## config.mk

```make
export PLATFORM = sky130hd
export DESIGN_NAME = hex_display_periph
export DESIGN_NICKNAME = d
export VERILOG_FILES = /design/src/rtl/hex_display_pkg.sv /design/src/rtl/hex_reg_decoder.sv /design/src/rtl/hex_digit_channel.sv /design/src/rtl/blink_timer.sv /design/src/rtl/hex_readback.sv /design/src/rtl/hex_display_periph.sv
export VERILOG_INCLUDE_DIRS = /design/src /design/src/rtl
export SDC_FILE = /design/constraint.sdc
export NUM_CORES = 1
export LEC_CHECK = 0
export BUFFER_PORTS_ARGS = -buffer_cell sky130_fd_sc_hd__buf_2
export CAP_MARGIN = 20
export CELL_PAD_IN_SITES_DETAIL_PLACEMENT = 1
export CELL_PAD_IN_SITES_GLOBAL_PLACEMENT = 1
export CORE_MARGIN = 2
export CORE_UTILIZATION = 40
export DETAILED_ROUTE_END_ITERATION = 10
export GPL_TIMING_DRIVEN = 0
export PLACE_DENSITY = 0.85
export SLEW_MARGIN = 20
export SYNTH_ARGS = -nofsm -noshare
export SYNTH_HDL_FRONTEND = slang
export SYNTH_SLANG_ARGS = --single-unit
export TNS_END_PERCENT = 30
```

## constraint.sdc

```tcl
create_clock -name clk -period 1.4 [get_ports clk]
set_input_delay 0.14 -clock clk [delete_from_list [all_inputs] [get_ports clk]]
set_output_delay 0.14 -clock clk [all_outputs]
set_load 0.02 [all_outputs]
```

## src/rtl/hex_display_consts.svh

```systemverilog
`ifndef HEX_DISPLAY_CONSTS_SVH
`define HEX_DISPLAY_CONSTS_SVH

// Digits on the board, HEX0 through HEX5
`define HEX_NUM_DIGITS 6

// Register bus widths
`define HEX_ADDR_W 3
`define HEX_DATA_W 8

// Fixed register addresses above the digit block
`define HEX_CTRL_ADDR 3'd6
`define HEX_ID_ADDR 3'd7

// Clock cycles per blink phase, kept short for simulation
`define HEX_BLINK_DIV 16

// Constant returned at the ID address
`define HEX_PERIPH_ID 8'hA5

`endif

```

## src/rtl/hex_display_pkg.sv

```systemverilog
`default_nettype none

`include "hex_display_consts.svh"

package hex_display_pkg;

  // Processor side request, sampled every cycle
  typedef struct packed {
    logic                     write;
    logic                     read;
    logic [`HEX_ADDR_W-1:0]   address;
    logic [`HEX_DATA_W-1:0]   writedata;
  } bus_req_t;

  // One digit register, laid out as in writedata bits 5..0
  typedef struct packed {
    logic       blink;
    logic       blank;
    logic [3:0] value;
  } digit_cfg_t;

  // Global control register, bit 0 is display_en
  typedef struct packed {
    logic blink_en;
    logic display_en;
  } ctrl_t;

  // Register classes on the bus
  typedef enum logic [1:0] {
    OP_NONE,
    OP_DIGIT,
    OP_CTRL,
    OP_ID
  } reg_op_e;

  // Address classification, shared by decoder and readback
  function automatic reg_op_e addr_to_op(input logic strobe,
                                         input logic [`HEX_ADDR_W-1:0] addr);
    if (!strobe) return OP_NONE;
    if (addr < `HEX_NUM_DIGITS) return OP_DIGIT;
    if (addr == `HEX_CTRL_ADDR) return OP_CTRL;
    if (addr == `HEX_ID_ADDR) return OP_ID;
    return OP_NONE;
  endfunction

endpackage

`default_nettype wire

```

## src/rtl/hex_reg_decoder.sv

```systemverilog
`timescale 1ns/10ps
`default_nettype none

`include "hex_display_consts.svh"

module hex_reg_decoder (
  input  logic                              clk,
  input  logic                              rst,
  input  hex_display_pkg::bus_req_t         req,
  output logic [`HEX_NUM_DIGITS-1:0]        digit_load,
  output hex_display_pkg::digit_cfg_t       digit_wdata,
  output hex_display_pkg::ctrl_t            ctrl
);

  import hex_display_pkg::*;

  // ========================================
  // Write classification
  // ========================================

  reg_op_e wr_op;

  // Reads never touch state here
  assign wr_op = addr_to_op(req.write, req.address);

  // Digit payload, bits 7..6 dropped
  assign digit_wdata = digit_cfg_t'(req.writedata[5:0]);

  // One load pulse for the addressed digit
  // Channel samples it on the same edge as the write
  always_comb begin
    digit_load = '0;
    for (int i = 0; i < `HEX_NUM_DIGITS; i++) begin
      if (wr_op == OP_DIGIT && req.address == `HEX_ADDR_W'(i)) begin
        digit_load[i] = 1'b1;
      end
    end
  end

  // ========================================
  // Control register
  // ========================================

  // Display and blink both off after reset
  always_ff @(posedge clk) begin
    if (rst) begin
      ctrl <= '0;
    end else if (wr_op == OP_CTRL) begin
      ctrl <= ctrl_t'(req.writedata[1:0]);
    end
  end

  // Writes to the ID address fall through as no-ops

  // ========================================
  // Checks
  // ========================================

  // Bus master never issues both strobes at once
  a_no_rd_wr_overlap : assert property (
    @(posedge clk) disable iff (rst)
    !(req.write && req.read)
  ) else $error("write and read strobes high together");

endmodule

`default_nettype wire

```

## src/rtl/hex_digit_channel.sv

```systemverilog
`timescale 1ns/10ps
`default_nettype none

module hex_digit_channel (
  input  logic                          clk,
  input  logic                          rst,
  input  logic                          load,
  input  hex_display_pkg::digit_cfg_t   wdata,
  input  hex_display_pkg::ctrl_t        ctrl,
  input  logic                          blink_phase,
  output hex_display_pkg::digit_cfg_t   cfg,
  output logic [6:0]                    seg
);

  import hex_display_pkg::*;

  // Active low, bit 0 is segment a, bit 6 is segment g
  function automatic logic [6:0] hex_font(input logic [3:0] v);
    case (v)
      4'h0:    return 7'b1000000;
      4'h1:    return 7'b1111001;
      4'h2:    return 7'b0100100;
      4'h3:    return 7'b0110000;
      4'h4:    return 7'b0011001;
      4'h5:    return 7'b0010010;
      4'h6:    return 7'b0000010;
      4'h7:    return 7'b1111000;
      4'h8:    return 7'b0000000;
      4'h9:    return 7'b0010000;
      4'hA:    return 7'b0001000;
      4'hB:    return 7'b0000011;
      4'hC:    return 7'b1000110;
      4'hD:    return 7'b0100001;
      4'hE:    return 7'b0000110;
      default: return 7'b0001110;
    endcase
  endfunction

  // ========================================
  // Digit register
  // ========================================

  // Updated on the write edge
  always_ff @(posedge clk) begin
    if (rst) begin
      cfg <= '0;
    end else if (load) begin
      cfg <= wdata;
    end
  end

  // ========================================
  // Segment output
  // ========================================

  logic dark;

  // Blinking digit goes dark in phase zero
  assign dark = !ctrl.display_en
             || cfg.blank
             || (cfg.blink && ctrl.blink_en && !blink_phase);

  // One edge after the digit register
  always_ff @(posedge clk) begin
    if (rst) begin
      seg <= '1;
    end else if (dark) begin
      seg <= '1;
    end else begin
      seg <= hex_font(cfg.value);
    end
  end

  // ========================================
  // Checks
  // ========================================

  // Blank always wins on the next edge
  a_blank_dark : assert property (
    @(posedge clk) disable iff (rst)
    cfg.blank |=> (seg == 7'h7f)
  ) else $error("blanked digit not dark");

endmodule

`default_nettype wire

```

## src/rtl/blink_timer.sv

```systemverilog
`timescale 1ns/10ps
`default_nettype none

`include "hex_display_consts.svh"

module blink_timer (
  input  logic clk,
  input  logic rst,
  output logic blink_phase
);

  localparam int CNT_W = $clog2(`HEX_BLINK_DIV);
  localparam logic [CNT_W-1:0] CNT_LAST = CNT_W'(`HEX_BLINK_DIV - 1);

  logic [CNT_W-1:0] cnt;

  // ========================================
  // Divider
  // ========================================

  // Phase flips on every wrap of the counter
  always_ff @(posedge clk) begin
    if (rst) begin
      cnt         <= '0;
      blink_phase <= 1'b0;
    end else if (cnt == CNT_LAST) begin
      cnt         <= '0;
      blink_phase <= ~blink_phase;
    end else begin
      cnt <= cnt + 1'b1;
    end
  end

  // Phase holds for a full divider period
  a_phase_stable : assert property (
    @(posedge clk) disable iff (rst)
    $changed(blink_phase) |=> $stable(blink_phase)
  ) else $error("blink phase toggled twice in a row");

endmodule

`default_nettype wire

```

## src/rtl/hex_readback.sv

```systemverilog
`timescale 1ns/10ps
`default_nettype none

`include "hex_display_consts.svh"

module hex_readback (
  input  logic                                              clk,
  input  logic                                              rst,
  input  hex_display_pkg::bus_req_t                         req,
  input  hex_display_pkg::digit_cfg_t [`HEX_NUM_DIGITS-1:0] cfg,
  input  hex_display_pkg::ctrl_t                            ctrl,
  output logic [`HEX_DATA_W-1:0]                            readdata,
  output logic                                              rdvalid
);

  import hex_display_pkg::*;

  reg_op_e                rd_op;
  logic [`HEX_DATA_W-1:0] rd_mux;

  // ========================================
  // Read select
  // ========================================

  assign rd_op = addr_to_op(req.read, req.address);

  // Unused upper bits read as zero
  always_comb begin
    case (rd_op)
      OP_DIGIT: rd_mux = `HEX_DATA_W'(cfg[req.address]);
      OP_CTRL:  rd_mux = `HEX_DATA_W'(ctrl);
      OP_ID:    rd_mux = `HEX_PERIPH_ID;
      default:  rd_mux = '0;
    endcase
  end

  // ========================================
  // Output register
  // ========================================

  // Data held until the next read, valid is a single pulse
  always_ff @(posedge clk) begin
    if (rst) begin
      readdata <= '0;
      rdvalid  <= 1'b0;
    end else begin
      rdvalid <= req.read;
      if (req.read) begin
        readdata <= rd_mux;
      end
    end
  end

  // Every valid pulse traces back to a read strobe
  a_rdvalid_after_read : assert property (
    @(posedge clk) disable iff (rst)
    rdvalid |-> $past(req.read)
  ) else $error("rdvalid without a preceding read");

endmodule

`default_nettype wire

```

## src/rtl/hex_display_periph.sv

```systemverilog
`timescale 1ns/10ps
`default_nettype none

`include "hex_display_consts.svh"

module hex_display_periph (
  input  logic                                  clk,
  input  logic                                  rst,
  input  hex_display_pkg::bus_req_t             req,
  output logic [`HEX_DATA_W-1:0]                readdata,
  output logic                                  rdvalid,
  output logic [`HEX_NUM_DIGITS-1:0][6:0]       hex
);

  import hex_display_pkg::*;

  // ========================================
  // Internal nets
  // ========================================

  // Decoder to channels
  logic [`HEX_NUM_DIGITS-1:0] digit_load;
  digit_cfg_t                 digit_wdata;
  ctrl_t                      ctrl;

  // Shared blink phase
  logic blink_phase;

  // Channels to readback
  digit_cfg_t [`HEX_NUM_DIGITS-1:0] chan_cfg;

  // ========================================
  // Register decode
  // ========================================

  hex_reg_decoder decoder_i (
    .clk         ( clk         ),
    .rst         ( rst         ),
    .req         ( req         ),
    .digit_load  ( digit_load  ),
    .digit_wdata ( digit_wdata ),
    .ctrl        ( ctrl        )
  );

  // ========================================
  // Blink phase
  // ========================================

  blink_timer blink_i (
    .clk         ( clk         ),
    .rst         ( rst         ),
    .blink_phase ( blink_phase )
  );

  // ========================================
  // Digit channels
  // ========================================

  // Channel i drives HEX i
  for (genvar i = 0; i < `HEX_NUM_DIGITS; i++) begin : g_digit
    hex_digit_channel channel_i (
      .clk         ( clk           ),
      .rst         ( rst           ),
      .load        ( digit_load[i] ),
      .wdata       ( digit_wdata   ),
      .ctrl        ( ctrl          ),
      .blink_phase ( blink_phase   ),
      .cfg         ( chan_cfg[i]   ),
      .seg         ( hex[i]        )
    );
  end

  // ========================================
  // Read data
  // ========================================

  hex_readback readback_i (
    .clk      ( clk      ),
    .rst      ( rst      ),
    .req      ( req      ),
    .cfg      ( chan_cfg ),
    .ctrl     ( ctrl     ),
    .readdata ( readdata ),
    .rdvalid  ( rdvalid  )
  );

endmodule

`default_nettype wire

```

==> metrics, run 1 <==
status finished with violations; violated checks design-rule violations; post-layout util slightly below 50%; delay-heaviest family, CP flip-flops; period utilization 99.2%; GR Util All Layers 21.5%; CP Max Fanout 7; vias 3993; Tmin final 1390 ps; Post-route DRC 5; final std cells w/o fill 723; Syn-to-layout area delta 20.0%; Hold Crit Endpoint g_digit[0].channel_i.cfg[5]; R2R Setup Slk around 11 ps; Compound-Gate Fraction of Synth Area 15.4%; Root Driver clkbuf_16; Crit-path slowest cell dfxtp_2; Largest stage delay, worst path slightly above 400 ps; Worst Hold Class in2reg; Synth area leaders dfxtp_1, mux2i_1, ha_1; Post-Synth Simple-Gate Area 14.9%; syn avg cell area 9.42 sq um; endpoint class of the critical path register; Worst Tran Pin Value 680 ps; met3 routed WL 498 um; Top FF cell, synth dfxtp_1; FF-to-FF End g_digit[2].channel_i.seg[3]; final wirelength ~13000 um; Max VDD drop 0.467 mV; Post-Synthesis Cells 505; clock skew 6.66 ps; DRT iter0 DRCs approximately 180; routed len/inst 18.7 um; max_cap viols 0; WP data arrival 1650 ps; Synth Cell Area 0.00476 sq mm; CP Class reg2reg; clk sinks between 90 and 100; fin nets 627; Row Count 39; Post-synth ARST share 0%; Syn Nets about 560; Leakage 2.14 nW; share of the synthesized area in the top cell type 39.1%; sequential area share after synthesis 39.1%; Setup-failing EPs final 0; CP bufs+invs 1; largest family of logic cells by synthesized area compound AO/OA/AOI/OAI gates; fraction of layout cells with a size suffix above 1 24.4%; CTS tree yes; Max Clock Freq 720 MHz; initial antenna violation count 1; Synth Register Bits 93; DR vias/cell around 5.5; CTS buffer count 9; CTS max path bufs 2; slew margin rel. between 50% and 60%; warnings from Yosys 0; antenna viol nets, final 0; vias in the first global route 4254; area share of fa/ha/maj cells after synthesis around a tenth; Hold Path Stages 3; H-tree Lvls 3; Hold Crit Start req[5]; met1 wire length 5850 um; CTS Hold Buffers Added 0; Cell variety after synth between 40 and 50; IO Port Bufs 59; met2 routed WL between 6000 and 7000 um; gpl congestion 0.868; Synth area leader dfxtp_1; GRT Residual Overflow 0; core area 0.0115 sq mm; most instantiated cells after synthesis dfxtp_1, nor2_1, mux2i_1; Synth Area in XOR/XNOR 0.368%; largest net degree at the start of global routing 15; Die W approximately 110 um; Critical Path RT 1660 ps; HPWL after DPL 9350 um; number of synthesized flops with an enable pin 0; DR top layer met4; most frequent cell after synthesis dfxtp_1; Initial Util about two fifths; CP startpoint kind register; FF-to-FF path depth 5; Clk Latency, worst-skew pair 340 ps; DIE AREA about 0.013 sq mm; Die Height 113 um; unrepaired setup endpoints after global routing yes; clock-pin slew on the worst setup and hold paths 60 ps; mux cell area share after synthesis 15.0%; first-pass detailed-route iteration total 7; Final Hold Viols 0; Placed Cells 707; pwr dens around 1000 mW/mm^2; I/O pin cnt 66; Hold WS between 100 and 150 ps; Max Slew Vio Count 0; R2R Path Start g_digit[2].channel_i.cfg[0]; worst path cell trace inv_1, ha_1, nand2_1, o21ai_0, o211ai_1; fillers 1319; first-pass GRT wire length around 22000 um
[kinds of logic (layout without fill, tap and decap cells)]
family | after synthesis | count (layout)
mux | 68 | 68
simple gates | 144 | 144
compound gates | 100 | 100
other cells | 1 | 2
buf+inv | 60 | 134
xor+xnor | 2 | 2
flops | 93 | 93
fa+ha+maj | 37 | 37
[routing by layer]
| layer | up-vias | global-route usage [%] |
|---|---|---|
| li1 | 1911 | - |
| met1 | 1988 | 25.7 |
| met2 | 69 | 38.0 |
| met3 | 25 | 4.02 |
| met4 | 0 | 8.94 |
| met5 | - | 0 |
[state kept, by name, indices dropped and copies added, names as in the netlist]
| register | count |
|---|---|
| blink_i.cnt | 4 |
| decoder_i.ctrl | 2 |
| blink_i.blink_phase | 1 |
| readback_i.rdvalid | 1 |
| g_digit.channel_i.seg | 42 |
| readback_i.readdata | 7 |
| g_digit.channel_i.cfg | 36 |
[cell usage in the layout (no fill, tap or decap), drive strengths merged, types with 10 or more instances in the layout]
| master | count |
|---|---|
| dfxtp | 93 |
| o21ai | 10 |
| mux2 | 13 |
| nor2 | 62 |
| mux2i | 54 |
| o211ai | 41 |
| nand2 | 27 |
| nand2b | 11 |
| buf | 74 |
| inv | 23 |
| clkbuf | 31 |
| ha | 37 |
| a21oi | 18 |
| nand3 | 18 |
[final cells by class]
cell class | count | area, sq um | area share, %
Multi-Input combinational cell | 352 | 2710 | 47.4
Sequential cell | 93 | 1900 | 33.2
Timing Repair Buffer | 64 | 345 | 6.05
Clock buffer | 10 | 229 | 4.01
Tap cell | 143 | 179 | 3.14
Buffer | 31 | 154 | 2.70
Clock inverter | 5 | 100 | 1.75
Inverter | 24 | 93.8 | 1.64
Antenna cell | 1 | 2.50 | 0.0439
[tightest hold or removal path, cell delays in order]
cell and delay (ps):
buf_2 150, mux2i_1 90, nor2_1 70
[power breakdown]
part | switching, mW | total, mW | internal (mW)
combinational | 0.299 | 0.480 | 0.181
clock | 1.01 | 2.74 | 1.73
sequential | 0.0590 | 2.75 | 2.69
[stage by stage]
stage	total power, mW	setup TNS (ps)	cell area [sq um]	worst slack (ps)
2_1_floorplan	3.11	0	4760	78.9
3_3_place_gp	3.25	-4730	5230	-169
3_5_place_dp	3.27	-8430	5230	-252
4_1_cts	6.02	0	5610	1.13
5_1_grt	6.18	-93.2	5710	-60.4
6_report	5.97	0	5710	10.8
[how the worst max path moves through the flow]
stage,cells after the start,startpoint,to,slack (ps)
after floorplan,4,g_digit[1].channel_i.cfg[2],readback_i.readdata[2],80
after global placement,4,rst,g_digit[0].channel_i.seg[3],-170
after detailed placement,4,rst,g_digit[4].channel_i.seg[3],-250
after CTS,3,decoder_i.ctrl[0],g_digit[5].channel_i.seg[5],1
after global routing,5,g_digit[2].channel_i.cfg[0],g_digit[2].channel_i.seg[3],-60
final,5,g_digit[2].channel_i.cfg[0],g_digit[2].channel_i.seg[3],10
[timing repair]
action | 4_1_cts | 5_1_grt
pin swaps | 0 | 5
setup endpoints to repair | 44 | 39
resized for setup | 25 | 22
setup buffers | 0 | 5
Note: power is estimated with default switching activity, not from simulation.
==> inputs of run 2 (changes only) <==
--- a/config.mk
+++ b/config.mk
@@ -10,6 +10,7 @@
 export CAP_MARGIN = 20
 export CELL_PAD_IN_SITES_DETAIL_PLACEMENT = 1
 export CELL_PAD_IN_SITES_GLOBAL_PLACEMENT = 1
+export CORE_ASPECT_RATIO = 0.5
 export CORE_MARGIN = 2
 export CORE_UTILIZATION = 40
 export DETAILED_ROUTE_END_ITERATION = 10
==> run 2 against run 1 <==
The run now ends clean. Die area is 0.41% higher. Combinational power hardly changed. Worst hold slack better by 35 ps. Fmax is 1.5% higher. Setup slack better by 21 ps. Wire length is 0.28% lower. Sequential share of layout area is 0.18 points higher. Cell count is 2.4% higher. Critical path type unchanged.
==> metrics, run 2 (same netlist as run 1, synthesis figures left out) <==
Largest register FFs 42; Clk pwr share around 45%; initial antenna violation count 0; DRT iter0 DRCs 244; met3 routed WL 572 um; Root Driver clkbuf_16; FF-to-FF path depth 3; final wirelength 13400 um; most common cell after layout, fill and taps aside dfxtp_1; DR vias/cell 5.32; CTS Hold Buffers Added 0; CTS buffer count 9; Max Slew Vio Count 0; Max VDD drop 0.492 mV; fin nets 623; status completed; R2R Path Start g_digit[1].channel_i.cfg[2]; Setup-failing EPs final 0; pwr dens around 1000 mW/mm^2; Leakage 2.11 nW; Worst Hold Class in2reg; largest registers g_digit.channel_i.seg (42), g_digit.channel_i.cfg (36), readback_i.readdata (7); Net Switching between 1 and 1.5 mW; core area 0.0117 sq mm; period utilization 97.7%; fillers 1365; slew margin rel. 58.6%; # diodes 0; clock-pin slew on the worst setup and hold paths 60 ps; DIE AREA 0.0128 sq mm; final std cells w/o fill 740; worst path cell trace mux4_1, nor3b_2, a311oi_2; HPWL after DPL 9020 um; CP Max Fanout 10; antenna viol nets, final 0; vias between 3k and 4k; endpoint class of the critical path register; Crit-path slowest cell mux4_1; H-tree Lvls 3; clk sinks 93; combinational power share 8.2%; Worst Tran Pin Value 618 ps; sw frac 23.9%; unrepaired setup endpoints after global routing yes; IO Port Bufs 59; Int Pwr around 4.5 mW; CP startpoint kind register; Die Height 81.1 um; Syn-to-layout area delta 19.7%; Critical Path RT 1600 ps; Hold Crit Start req[4]; Row Count 28; Post-route DRC 0; Initial Util 40.6%; I/O pin cnt 66; Placed Cells 729; WP data arrival between 1500 and 2000 ps; met1 wire length 5960 um; first-pass GRT wire length 21500 um; routed len/inst 18.2 um; fraction of layout cells with a size suffix above 1 24.0%; DR top layer met4; Sequential Power Share 46.8%; pre-CTS setup slack -284 ps; max_cap viols 0; first-pass detailed-route iteration total 4; most flop-heavy register g_digit.channel_i.seg; CTS tree yes; Pwr Total 5.87 mW; Final Hold Viols 0; CTS max path bufs 2; most frequent cells in the layout dfxtp_1, buf_2, nor2_1, mux2i_1, o211ai_1; Hold Path Stages 3; GR Util All Layers 22.0%; Hold Crit Endpoint g_digit[3].channel_i.cfg[4]; R2R Setup Slk 30 ps; gpl congestion about 0.86; Largest stage delay, worst path roughly 570 ps; largest net degree at the start of global routing 15; GRT Residual Overflow 0; Clk Latency, worst-skew pair 350 ps; Die W approximately 160 um; clock skew approximately 7.4 ps; CP Class reg2reg; Tmin final 1370 ps; FF-to-FF End readback_i.readdata[2]; Max Clock Freq 731 MHz; vias in the first global route 4108; met2 routed WL 6620 um; post-layout util 48.7%; Worst Slack Setup Final 31.9 ps
[run 2: changes by cell type in the layout (fill, tap and decap cells not counted), moves of 2 or more]
cell      change
clkbuf_2      -2
dfxtp_2       +2
buf_4         -4
dfxtp_1       -3
clkbuf_1      +2
[run 2: per-stage QoR]
step | TNS (ps) | instance area, sq um | hold slack [ps]
floorplan | 0 | 4760 | 284
global placement | -7300 | 5260 | 460
finish | 0 | 5690 | 180
CTS | -47.2 | 5650 | 147
detailed placement | -9150 | 5260 | 483
global route | -11.4 | 5690 | 192
[run 2: layout make-up]
type | count | area [sq um] | share of cell area [%]
multi-input cells | 352 | 2720 | 47.7
flip-flops and latches | 93 | 1900 | 33.4
repair buffers | 60 | 315 | 5.54
clock buffers | 11 | 243 | 4.26
well taps | 165 | 206 | 3.63
plain buffers | 31 | 149 | 2.61
inverters | 24 | 90.1 | 1.58
clock inverters | 4 | 72.6 | 1.27
[run 2: timing repair]
item / in CTS / in global routing
setup buffers: 1 / 0
pin swaps: 5 / 1
resized for setup: 24 / 22
cloned: 0 / 0
setup endpoints to repair: 44 / 29
[run 2: critical path, delay by kind of cell, from the launching register on]
family,cells,cell delay (ps)
flops,1,390
compound gates,1,60
mux,1,570
simple gates,1,210
[run 2: worst max-delay path by stage]
stage / startpoint / endpoint
floorplan: g_digit[1].channel_i.cfg[2] / readback_i.readdata[2]
global placement: rst / g_digit[0].channel_i.seg[2]
finish: g_digit[1].channel_i.cfg[2] / readback_i.readdata[2]
detailed placement: rst / g_digit[0].channel_i.seg[2]
CTS: g_digit[4].channel_i.cfg[0] / g_digit[4].channel_i.seg[3]
global route: g_digit[4].channel_i.cfg[2] / readback_i.readdata[2]
[run 2: layer usage]
layer | global-route usage, % | vias to the layer above
met2 | 38.8 | 84
met1 | 26.5 | 1920
li1 | - | 1904
met5 | 0 | -
met4 | 8.74 | 0
met3 | 4.80 | 30
[run 2: power groups by stage]
| stage | sequential, mW | combinational (mW) | clock (mW) |
|---|---|---|---|
| floorplan | 2.82 | 0.287 | 0 |
| global placement | 2.80 | 0.447 | 0 |
| detailed placement | 2.81 | 0.465 | 0 |
| CTS | 2.76 | 0.469 | 2.67 |
| global route | 2.76 | 0.523 | 2.77 |
| finish | 2.75 | 0.479 | 2.64 |
